File: src/design/strip_trigger_pkg.sv
`default_nettype none

package strip_trigger_pkg;

  // window geometry.
  localparam int NUM_WIN    = 16;           // the encoder tree is built for 16.
  localparam int NUM_STRIPS = NUM_WIN + 2;  // three-strip windows overlap by two.

  // one layer of strip hits, bit index is the strip number.
  typedef logic [NUM_STRIPS-1:0] strip_hits_t;

  // layer count of a window, or zero when below the minimum.
  typedef logic [3:0] win_pri_t;

  // window k covers strips k, k+1 and k+2.
  typedef logic [3:0] win_idx_t;

  // register bus.
  typedef logic [3:0]  axil_addr_t;         // byte address.
  typedef logic [31:0] axil_data_t;

  // register map.
  localparam axil_addr_t REG_MIN_LAYERS  = 4'h0;  // rw, low 4 bits.
  localparam axil_addr_t REG_TRIG_COUNT  = 4'h4;  // ro, 32-bit count.
  localparam axil_addr_t REG_LAST_RESULT = 4'h8;  // ro, pri in 7:4, window in 3:0.

  localparam logic [1:0] AXIL_OKAY = 2'b00;

endpackage

`default_nettype wire
File: src/design/strip_trigger_top.sv
`timescale 1ns/1ns
`default_nettype none

module strip_trigger_top
  import strip_trigger_pkg::*;
#(
  parameter int NUM_LAYERS     = 6,
  parameter int MIN_LAYERS_RST = 3
)
(
  input  logic        clk,
  input  logic        rst_n,
  input  strip_hits_t hits_l0,
  input  strip_hits_t hits_l1,
  input  strip_hits_t hits_l2,
  input  strip_hits_t hits_l3,
  input  strip_hits_t hits_l4,
  input  strip_hits_t hits_l5,
  input  logic        hit_valid,
  output logic        best_valid,
  output win_idx_t    best_win,
  output win_pri_t    best_pri,
  input  axil_addr_t  awaddr,
  input  logic        awvalid,
  output logic        awready,
  input  axil_data_t  wdata,
  input  logic [3:0]  wstrb,
  input  logic        wvalid,
  output logic        wready,
  output logic [1:0]  bresp,
  output logic        bvalid,
  input  logic        bready,
  input  axil_addr_t  araddr,
  input  logic        arvalid,
  output logic        arready,
  output axil_data_t  rdata,
  output logic [1:0]  rresp,
  output logic        rvalid,
  input  logic        rready
);

  localparam int NUM_PORTS = 6;

  strip_hits_t [NUM_PORTS-1:0]  port_hits;
  strip_hits_t [NUM_LAYERS-1:0] layer_hits;
  win_pri_t                     min_layers;
  logic                         score_valid;
  win_pri_t                     win_pri [NUM_WIN];
  win_idx_t                     win_best;
  win_pri_t                     pri_best;

  assign port_hits = {hits_l5, hits_l4, hits_l3, hits_l2, hits_l1, hits_l0};

  // layers beyond the six ports see no hits.
  for (genvar i = 0; i < NUM_LAYERS; i++)
  begin : g_layer
    if (i < NUM_PORTS)
    begin : g_port
      assign layer_hits[i] = port_hits[i];
    end
    else
    begin : g_none
      assign layer_hits[i] = '0;
    end
  end

  window_scorer #(
    .NUM_LAYERS (NUM_LAYERS)
  ) i_window_scorer (
    .clk         (clk),
    .rst_n       (rst_n),
    .hits        (layer_hits),
    .hit_valid   (hit_valid),
    .min_layers  (min_layers),
    .score_valid (score_valid),
    .win_pri_0   (win_pri[0]),
    .win_pri_1   (win_pri[1]),
    .win_pri_2   (win_pri[2]),
    .win_pri_3   (win_pri[3]),
    .win_pri_4   (win_pri[4]),
    .win_pri_5   (win_pri[5]),
    .win_pri_6   (win_pri[6]),
    .win_pri_7   (win_pri[7]),
    .win_pri_8   (win_pri[8]),
    .win_pri_9   (win_pri[9]),
    .win_pri_10  (win_pri[10]),
    .win_pri_11  (win_pri[11]),
    .win_pri_12  (win_pri[12]),
    .win_pri_13  (win_pri[13]),
    .win_pri_14  (win_pri[14]),
    .win_pri_15  (win_pri[15])
  );

  tree_encoder i_tree_encoder (
    .win_pri_0  (win_pri[0]),
    .win_pri_1  (win_pri[1]),
    .win_pri_2  (win_pri[2]),
    .win_pri_3  (win_pri[3]),
    .win_pri_4  (win_pri[4]),
    .win_pri_5  (win_pri[5]),
    .win_pri_6  (win_pri[6]),
    .win_pri_7  (win_pri[7]),
    .win_pri_8  (win_pri[8]),
    .win_pri_9  (win_pri[9]),
    .win_pri_10 (win_pri[10]),
    .win_pri_11 (win_pri[11]),
    .win_pri_12 (win_pri[12]),
    .win_pri_13 (win_pri[13]),
    .win_pri_14 (win_pri[14]),
    .win_pri_15 (win_pri[15]),
    .win_best   (win_best),
    .pri_best   (pri_best)
  );

  // result register, second edge of the hit path.
  always_ff @(posedge clk)
  begin
    if (!rst_n)
      best_valid <= 1'b0;
    else
      best_valid <= score_valid;
  end

  always_ff @(posedge clk)
  begin
    if (score_valid)
    begin
      best_win <= win_best;
      best_pri <= pri_best;
    end
  end

  trig_regs_axil #(
    .MIN_LAYERS_RST (MIN_LAYERS_RST)
  ) i_trig_regs_axil (
    .clk        (clk),
    .rst_n      (rst_n),
    .awaddr     (awaddr),
    .awvalid    (awvalid),
    .awready    (awready),
    .wdata      (wdata),
    .wstrb      (wstrb),
    .wvalid     (wvalid),
    .wready     (wready),
    .bresp      (bresp),
    .bvalid     (bvalid),
    .bready     (bready),
    .araddr     (araddr),
    .arvalid    (arvalid),
    .arready    (arready),
    .rdata      (rdata),
    .rresp      (rresp),
    .rvalid     (rvalid),
    .rready     (rready),
    .best_valid (best_valid),
    .best_win   (best_win),
    .best_pri   (best_pri),
    .min_layers (min_layers)
  );

endmodule

`default_nettype wire

File: src/design/trig_regs_axil.sv
`timescale 1ns/1ns
`default_nettype none

module trig_regs_axil
  import strip_trigger_pkg::*;
#(
  parameter int MIN_LAYERS_RST = 3
)
(
  input  logic       clk,
  input  logic       rst_n,
  // write address and data.
  input  axil_addr_t awaddr,
  input  logic       awvalid,
  output logic       awready,
  input  axil_data_t wdata,
  input  logic [3:0] wstrb,
  input  logic       wvalid,
  output logic       wready,
  // write response.
  output logic [1:0] bresp,
  output logic       bvalid,
  input  logic       bready,
  // read.
  input  axil_addr_t araddr,
  input  logic       arvalid,
  output logic       arready,
  output axil_data_t rdata,
  output logic [1:0] rresp,
  output logic       rvalid,
  input  logic       rready,
  // trigger result.
  input  logic       best_valid,
  input  win_idx_t   best_win,
  input  win_pri_t   best_pri,
  output win_pri_t   min_layers
);

  typedef enum logic {W_IDLE, W_RESP} wr_state_t;
  typedef enum logic {R_IDLE, R_DATA} rd_state_t;

  wr_state_t  wr_state;
  rd_state_t  rd_state;
  logic       wr_fire;
  logic       rd_fire;
  win_pri_t   min_layers_q;
  axil_data_t trig_count;
  logic [7:0] last_result;    // {pri, window}.
  axil_data_t rd_mux;

  assign wr_fire = awvalid && awready && wvalid && wready;
  assign rd_fire = arvalid && arready;

  // write channel.
  always_ff @(posedge clk)
  begin
    if (!rst_n)
    begin
      wr_state     <= W_IDLE;
      awready      <= 1'b0;
      wready       <= 1'b0;
      bvalid       <= 1'b0;
      min_layers_q <= win_pri_t'(MIN_LAYERS_RST);
    end
    else
    begin
      case (wr_state)
        W_IDLE:
        begin
          if (awready)
          begin
            awready <= 1'b0;                 // one cycle only.
            wready  <= 1'b0;
            if (wr_fire)
            begin
              if (awaddr == REG_MIN_LAYERS && wstrb[0])
                min_layers_q <= wdata[3:0];
              bvalid   <= 1'b1;
              wr_state <= W_RESP;
            end
          end
          else if (awvalid && wvalid)
          begin
            awready <= 1'b1;
            wready  <= 1'b1;
          end
        end
        W_RESP:
        begin
          if (bready)
          begin
            bvalid   <= 1'b0;
            wr_state <= W_IDLE;
          end
        end
        default: wr_state <= W_IDLE;
      endcase
    end
  end

  // read decode, unmapped reads zero.
  always_comb
  begin
    case (araddr)
      REG_MIN_LAYERS:  rd_mux = {28'd0, min_layers_q};
      REG_TRIG_COUNT:  rd_mux = trig_count;
      REG_LAST_RESULT: rd_mux = {24'd0, last_result};
      default:         rd_mux = '0;
    endcase
  end

  // read channel.
  always_ff @(posedge clk)
  begin
    if (!rst_n)
    begin
      rd_state <= R_IDLE;
      arready  <= 1'b0;
      rvalid   <= 1'b0;
    end
    else
    begin
      case (rd_state)
        R_IDLE:
        begin
          if (arready)
          begin
            arready <= 1'b0;
            if (rd_fire)
            begin
              rvalid   <= 1'b1;
              rd_state <= R_DATA;
            end
          end
          else if (arvalid)
            arready <= 1'b1;
        end
        R_DATA:
        begin
          if (rready)
          begin
            rvalid   <= 1'b0;
            rd_state <= R_IDLE;
          end
        end
        default: rd_state <= R_IDLE;
      endcase
    end
  end

  // held stable while rvalid waits.
  always_ff @(posedge clk)
  begin
    if (rd_fire)
      rdata <= rd_mux;
  end

  // trigger statistics.
  always_ff @(posedge clk)
  begin
    if (!rst_n)
    begin
      trig_count  <= '0;
      last_result <= '0;
    end
    else if (best_valid)
    begin
      last_result <= {best_pri, best_win};
      if (best_pri != '0)
        trig_count <= trig_count + 1'b1;   // nonzero results only.
    end
  end

  assign bresp      = AXIL_OKAY;
  assign rresp      = AXIL_OKAY;
  assign min_layers = min_layers_q;

endmodule

`default_nettype wire

File: src/design/tree_encoder.sv
`timescale 1ns/1ns
`default_nettype none

module tree_encoder
  import strip_trigger_pkg::*;
(
  input  win_pri_t win_pri_0,
  input  win_pri_t win_pri_1,
  input  win_pri_t win_pri_2,
  input  win_pri_t win_pri_3,
  input  win_pri_t win_pri_4,
  input  win_pri_t win_pri_5,
  input  win_pri_t win_pri_6,
  input  win_pri_t win_pri_7,
  input  win_pri_t win_pri_8,
  input  win_pri_t win_pri_9,
  input  win_pri_t win_pri_10,
  input  win_pri_t win_pri_11,
  input  win_pri_t win_pri_12,
  input  win_pri_t win_pri_13,
  input  win_pri_t win_pri_14,
  input  win_pri_t win_pri_15,
  output win_idx_t win_best,
  output win_pri_t pri_best
);

  win_pri_t    pri_in [NUM_WIN];
  win_pri_t    pri_s0 [8];
  logic        win_s0 [8];       // index within pair.
  win_pri_t    pri_s1 [4];
  logic [1:0]  win_s1 [4];       // index within quad.
  win_pri_t    pri_s2;
  win_idx_t    win_s2;

  assign pri_in = '{win_pri_0,  win_pri_1,  win_pri_2,  win_pri_3,
                    win_pri_4,  win_pri_5,  win_pri_6,  win_pri_7,
                    win_pri_8,  win_pri_9,  win_pri_10, win_pri_11,
                    win_pri_12, win_pri_13, win_pri_14, win_pri_15};

  // pairwise level, upper index only on a strict win.
  for (genvar p = 0; p < 8; p++)
  begin : g_s0
    assign {pri_s0[p], win_s0[p]} = (pri_in[2*p+1] > pri_in[2*p]) ?
                                    {pri_in[2*p+1], 1'b1} : {pri_in[2*p], 1'b0};
  end

  // best of four.
  for (genvar q = 0; q < 4; q++)
  begin : g_s1
    assign {pri_s1[q], win_s1[q]} = (pri_s0[2*q+1] > pri_s0[2*q]) ?
                                    {pri_s0[2*q+1], 1'b1, win_s0[2*q+1]} :
                                    {pri_s0[2*q],   1'b0, win_s0[2*q]};
  end

  // 1-of-4 parallel stage, a quad must beat every lower one.
  always_comb
  begin
    if ((pri_s1[3] > pri_s1[2]) && (pri_s1[3] > pri_s1[1]) && (pri_s1[3] > pri_s1[0]))
    begin
      pri_s2 = pri_s1[3];
      win_s2 = {2'd3, win_s1[3]};
    end
    else if ((pri_s1[2] > pri_s1[1]) && (pri_s1[2] > pri_s1[0]))
    begin
      pri_s2 = pri_s1[2];
      win_s2 = {2'd2, win_s1[2]};
    end
    else if (pri_s1[1] > pri_s1[0])
    begin
      pri_s2 = pri_s1[1];
      win_s2 = {2'd1, win_s1[1]};
    end
    else
    begin
      pri_s2 = pri_s1[0];
      win_s2 = {2'd0, win_s1[0]};
    end
  end

  assign win_best = win_s2;
  assign pri_best = pri_s2;

endmodule

`default_nettype wire

File: src/design/window_scorer.sv
`timescale 1ns/1ns
`default_nettype none

module window_scorer
  import strip_trigger_pkg::*;
#(
  parameter int NUM_LAYERS = 6
)
(
  input  logic                         clk,
  input  logic                         rst_n,
  input  strip_hits_t [NUM_LAYERS-1:0] hits,
  input  logic                         hit_valid,
  input  win_pri_t                     min_layers,
  output logic                         score_valid,
  output win_pri_t                     win_pri_0,
  output win_pri_t                     win_pri_1,
  output win_pri_t                     win_pri_2,
  output win_pri_t                     win_pri_3,
  output win_pri_t                     win_pri_4,
  output win_pri_t                     win_pri_5,
  output win_pri_t                     win_pri_6,
  output win_pri_t                     win_pri_7,
  output win_pri_t                     win_pri_8,
  output win_pri_t                     win_pri_9,
  output win_pri_t                     win_pri_10,
  output win_pri_t                     win_pri_11,
  output win_pri_t                     win_pri_12,
  output win_pri_t                     win_pri_13,
  output win_pri_t                     win_pri_14,
  output win_pri_t                     win_pri_15
);

  strip_hits_t [NUM_LAYERS-1:0] hits_q;    // captured event.
  win_pri_t                     layer_cnt [NUM_WIN];
  win_pri_t                     pri       [NUM_WIN];

  // stage 1 valid.
  always_ff @(posedge clk)
  begin
    if (!rst_n)
      score_valid <= 1'b0;
    else
      score_valid <= hit_valid;
  end

  always_ff @(posedge clk)
  begin
    if (hit_valid)
      hits_q <= hits;
  end

  // count layers with any hit inside each window.
  for (genvar w = 0; w < NUM_WIN; w++)
  begin : g_win
    always_comb
    begin
      layer_cnt[w] = '0;
      for (int l = 0; l < NUM_LAYERS; l++)
      begin
        if (|hits_q[l][w +: 3])
          layer_cnt[w] = layer_cnt[w] + 1'b1;
      end
    end

    assign pri[w] = (layer_cnt[w] < min_layers) ? '0 : layer_cnt[w];  // below threshold.
  end

  assign win_pri_0  = pri[0];
  assign win_pri_1  = pri[1];
  assign win_pri_2  = pri[2];
  assign win_pri_3  = pri[3];
  assign win_pri_4  = pri[4];
  assign win_pri_5  = pri[5];
  assign win_pri_6  = pri[6];
  assign win_pri_7  = pri[7];
  assign win_pri_8  = pri[8];
  assign win_pri_9  = pri[9];
  assign win_pri_10 = pri[10];
  assign win_pri_11 = pri[11];
  assign win_pri_12 = pri[12];
  assign win_pri_13 = pri[13];
  assign win_pri_14 = pri[14];
  assign win_pri_15 = pri[15];

endmodule

`default_nettype wire

File: config.mk
export PLATFORM = sky130hd
export DESIGN_NAME = strip_trigger_top
export DESIGN_NICKNAME = d
export VERILOG_FILES = /design/src/design/strip_trigger_pkg.sv /design/src/design/strip_trigger_top.sv /design/src/design/trig_regs_axil.sv /design/src/design/tree_encoder.sv /design/src/design/window_scorer.sv
export SDC_FILE = /design/constraint.sdc
export NUM_CORES = 1
export LEC_CHECK = 0
export BUFFER_PORTS_ARGS = -buffer_cell sky130_fd_sc_hd__buf_2
export CELL_PAD_IN_SITES_DETAIL_PLACEMENT = 0
export CELL_PAD_IN_SITES_GLOBAL_PLACEMENT = 2
export CORE_ASPECT_RATIO = 1.75
export CORE_MARGIN = 2
export CORE_UTILIZATION = 41
export DETAILED_ROUTE_END_ITERATION = 8
export PLACE_DENSITY_LB_ADDON = 0.1
export SLEW_MARGIN = 30
export SYNTH_ARGS = -nofsm -noshare
export SYNTH_HDL_FRONTEND = slang
export SYNTH_SLANG_ARGS = --single-unit
File: constraint.sdc
create_clock -name clk -period 28.4 [get_ports clk]
set_input_delay 1.42 -clock clk [delete_from_list [all_inputs] [get_ports clk]]
set_output_delay 1.42 -clock clk [all_outputs]
set_load 0.01 [all_outputs]
==> metrics.md <==
| Metric | Value |
|---|---|
| Critical path launch point | i_window_scorer.hits_q[23]$_DFFE_PP_ |
| Worst setup SP type | flip-flop |
| Via count | 13500 |
| Core area | 0.0408 mm2 |
| Most common cell after layout, fill and taps aside | buf_2 |
| Predominant post-synthesis flop cell | edfxtp_1 |
| Clock root cell | clkbuf_16 |
| Initial antenna violation count | 0 |
| Max incr delay on CP | 0.51 ns |
| Levels on crit path | 45 |
| CP max FO | 10 |
| Avg WL per Cell | 16.9 um |
| Syn Inst Count | 1776 |
| WS Path Type | flip-flop to flip-flop |
| Via density | 5.38 |
| Hold Crit Class | flip-flop to flip-flop |
| Syn Std Cell Area | 0.0170 mm2 |
| Fmax | 0.0915 GHz |
| Buf+Inv Stages, Crit Path | 4 |
| Family with the most delay on the worst path | simple AND/OR/NAND/NOR gates |
| Clk buf depth | 3 |
| Largest net degree at the start of global routing | 68 |
| # nets final | 2261 |
| # rows | 98 |
| Reg2reg end | best_pri[0]$_DFFE_PP_ |
| Final min period | 10.93 ns |
| Synthesized flop and latch total | 201 |
| Post-synthesis sequential area ratio | 32.4% |
| Max Cap Viol | 0 |
| Worst reg-to-reg path cell count | 45 |
| Final hold vios | 0 |
| H-tree Lvls | 1 |
| Status | finished, final reports clean |
| Horiz. Die Dim | 158 um |
| Initial Util | 41.6% |
| CTS tree | yes |
| Synth Warn # | 0 |
| Most used cell along the critical path | ha_1 |
| Setup tns final | 0 ns |
| Iter 0 DRT Violations | 437 |
| Tightest Pin Transition | 0.869 ns |
| Worst Skew | 0.0159 ns |
| Most frequent cells in the layout | buf_2 (173), nand2_1 (168), ha_1 (159) |
| Clock Latency Late Sink | 0.54 ns |
| CP max-delay cell | o21ai_1 |
| CP arrival | 11.18 ns |
| Reg-to-reg slack, setup | 17.47 ns |
| Layout area overhead | 12.4% |
| Grt ovf | 0 |
| IO buf count | 174 |
| RSZ-0062 raised after global routing | false |
| Layout cells sized above 1 | 16.7% |
| Fill cells | 3954 |
| CTS Sinks | 201 |
| Post-synth EDFFs | 148 |
| Worst-path clk slew | 0.06 ns |
| Max-slew violations | 0 |
| Routability congestion estimate | 0.839 |
| Crit path to | best_pri[0]$_DFFE_PP_ |
| Critical path endpoint category | flip-flop |
| Tot GR Track Use | 19.6% |
| Finished Core Util | 46.8% |
| HPWL after DPL | 34.0 mm |
| Period utilisation layout | 38.5% |
| Yosys cell types | 112 |
| Final ANT Viol Nets | 0 |
| Initial DRT Pass Iterations | 4 |
| Diode count | 0 |
| DRC viols | 0 |
| Inserted Clock Buffers | 21 |
| Post-CTS Repair Setup Buffers | 0 |
| Post-cts sizing count | 0 |
| Max-Slew Margin vs Limit | 41.3% |
| Die area | 0.0431 mm2 |
| Endpoints failing setup | 0 |
| Reg2Reg Launch Point | i_window_scorer.hits_q[23]$_DFFE_PP_ |
| Die Y | 273 um |
| Top Ports | 210 |
| Vias in the first global route | 13400 |
| Share of flip-flops with an asynchronous set or reset | 0% |
| WP data required | 28.65 ns |
| WL final | 42.2 mm |
| First-pass GRT wire length | 67.5 mm |
| Hold bufs inserted after CTS | 0 |
| Synthesized area per cell | 9.56 um2 |
synth_stat cells, types with 22 or more instances:
cell / instances / area share [%]
a21oi_1: 77 / 2.3
and2_1: 74 / 2.7
clkbuf_1: 26 / 0.57
dfxtp_1: 53 / 6.2
edfxtp_1: 148 / 26
ha_1: 159 / 12
inv_1: 123 / 2.7
mux2i_1: 49 / 2.9
nand2_1: 168 / 3.7
nand3_1: 48 / 1.4
nor2_1: 93 / 2.1
nor2b_1: 30 / 1.1
nor3_1: 69 / 2.0
nor3_2: 30 / 1.8
o21a_1: 22 / 0.97
o21ai_0: 53 / 1.6
o31ai_1: 38 / 1.7
or3_1: 47 / 1.7
xnor2_1: 74 / 3.8
xnor3_1: 27 / 3.6
xor2_1: 27 / 1.4
worst min-delay path, stage by stage (launching register included):
cell and delay, ns:
dfxtp_1 0.33, nand2_1 0.06, a21boi_0 0.07
final cells by class:
cell class,instances,area [um2],share of cell area [%]
timing repair buffer,182,933,4.89
clock buffer,28,583,3.05
inverter,126,473,2.48
tap,550,688,3.60
sequential,201,5510,28.8
clock inverter,10,86.3,0.452
multi-input combinational,1410,10800,56.7
cell families after synthesis:
group,after synthesis,synth area share (%)
AND/OR/NAND/NOR,669,21.8
other,1,0.0221
adder cells (fa/ha/maj),176,12.8
XOR/XNOR,134,9.54
flip-flops,201,32.4
buffers and inverters,168,3.96
AO/OA/AOI/OAI,359,15.2
multiplexers,68,4.28
metal layers:
layer  routed length [um]  GRT usage, %  vias up  part of all wire [%]
met2                24000          40.0      203                    57
met3                 1230          2.04       67                   2.9
met1                15500          19.5     6347                    37
li1                     -             -     6871                     -
met4                 1560          7.66        0                   3.7
met5                    0             0        -                     0
through the flow:
stage	setup WS [ns]	instance area [um2]	hold slack (ns)	std cells
final	17.47	19100	0.504	2507
after global routing	16.54	19100	0.536	2507
after CTS	17.36	19100	0.513	2507
after detailed placement	17.42	18400	0.503	2469
after global placement	17.48	18400	0.481	2469
after floorplan	18.96	17000	0.460	1779
sequential cells by signal, summed over array words and instances, names as in the netlist, 4 cells and up:
name,cells
best_pri,4
i_trig_regs_axil.rdata,32
best_win,4
i_trig_regs_axil.last_result,8
i_trig_regs_axil.min_layers,4
i_window_scorer.hits_q,108
i_trig_regs_axil.trig_count,32
how the worst min path moves through the flow:
stage | start | end | slack, ns | depth (start not counted)
final | i_trig_regs_axil.arready$_SDFFE_PN0N_ | i_trig_regs_axil.arready$_SDFFE_PN0N_ | 0.50 | 2
after global routing | i_trig_regs_axil.arready$_SDFFE_PN0N_ | i_trig_regs_axil.arready$_SDFFE_PN0N_ | 0.54 | 2
after CTS | i_trig_regs_axil.trig_count[31]$_SDFFE_PN0P_ | i_trig_regs_axil.trig_count[31]$_SDFFE_PN0P_ | 0.51 | 2
after global placement | i_trig_regs_axil.arready$_SDFFE_PN0N_ | i_trig_regs_axil.arready$_SDFFE_PN0N_ | 0.48 | 2
after detailed placement | i_trig_regs_axil.trig_count[31]$_SDFFE_PN0P_ | i_trig_regs_axil.trig_count[31]$_SDFFE_PN0P_ | 0.50 | 2
after floorplan | i_trig_regs_axil.trig_count[31]$_SDFFE_PN0P_ | i_trig_regs_axil.trig_count[31]$_SDFFE_PN0P_ | 0.46 | 2
Power is left out: the tool's default activity adds up to more than one toggle a clock period on the data nets, which glitch-free logic cannot reach.
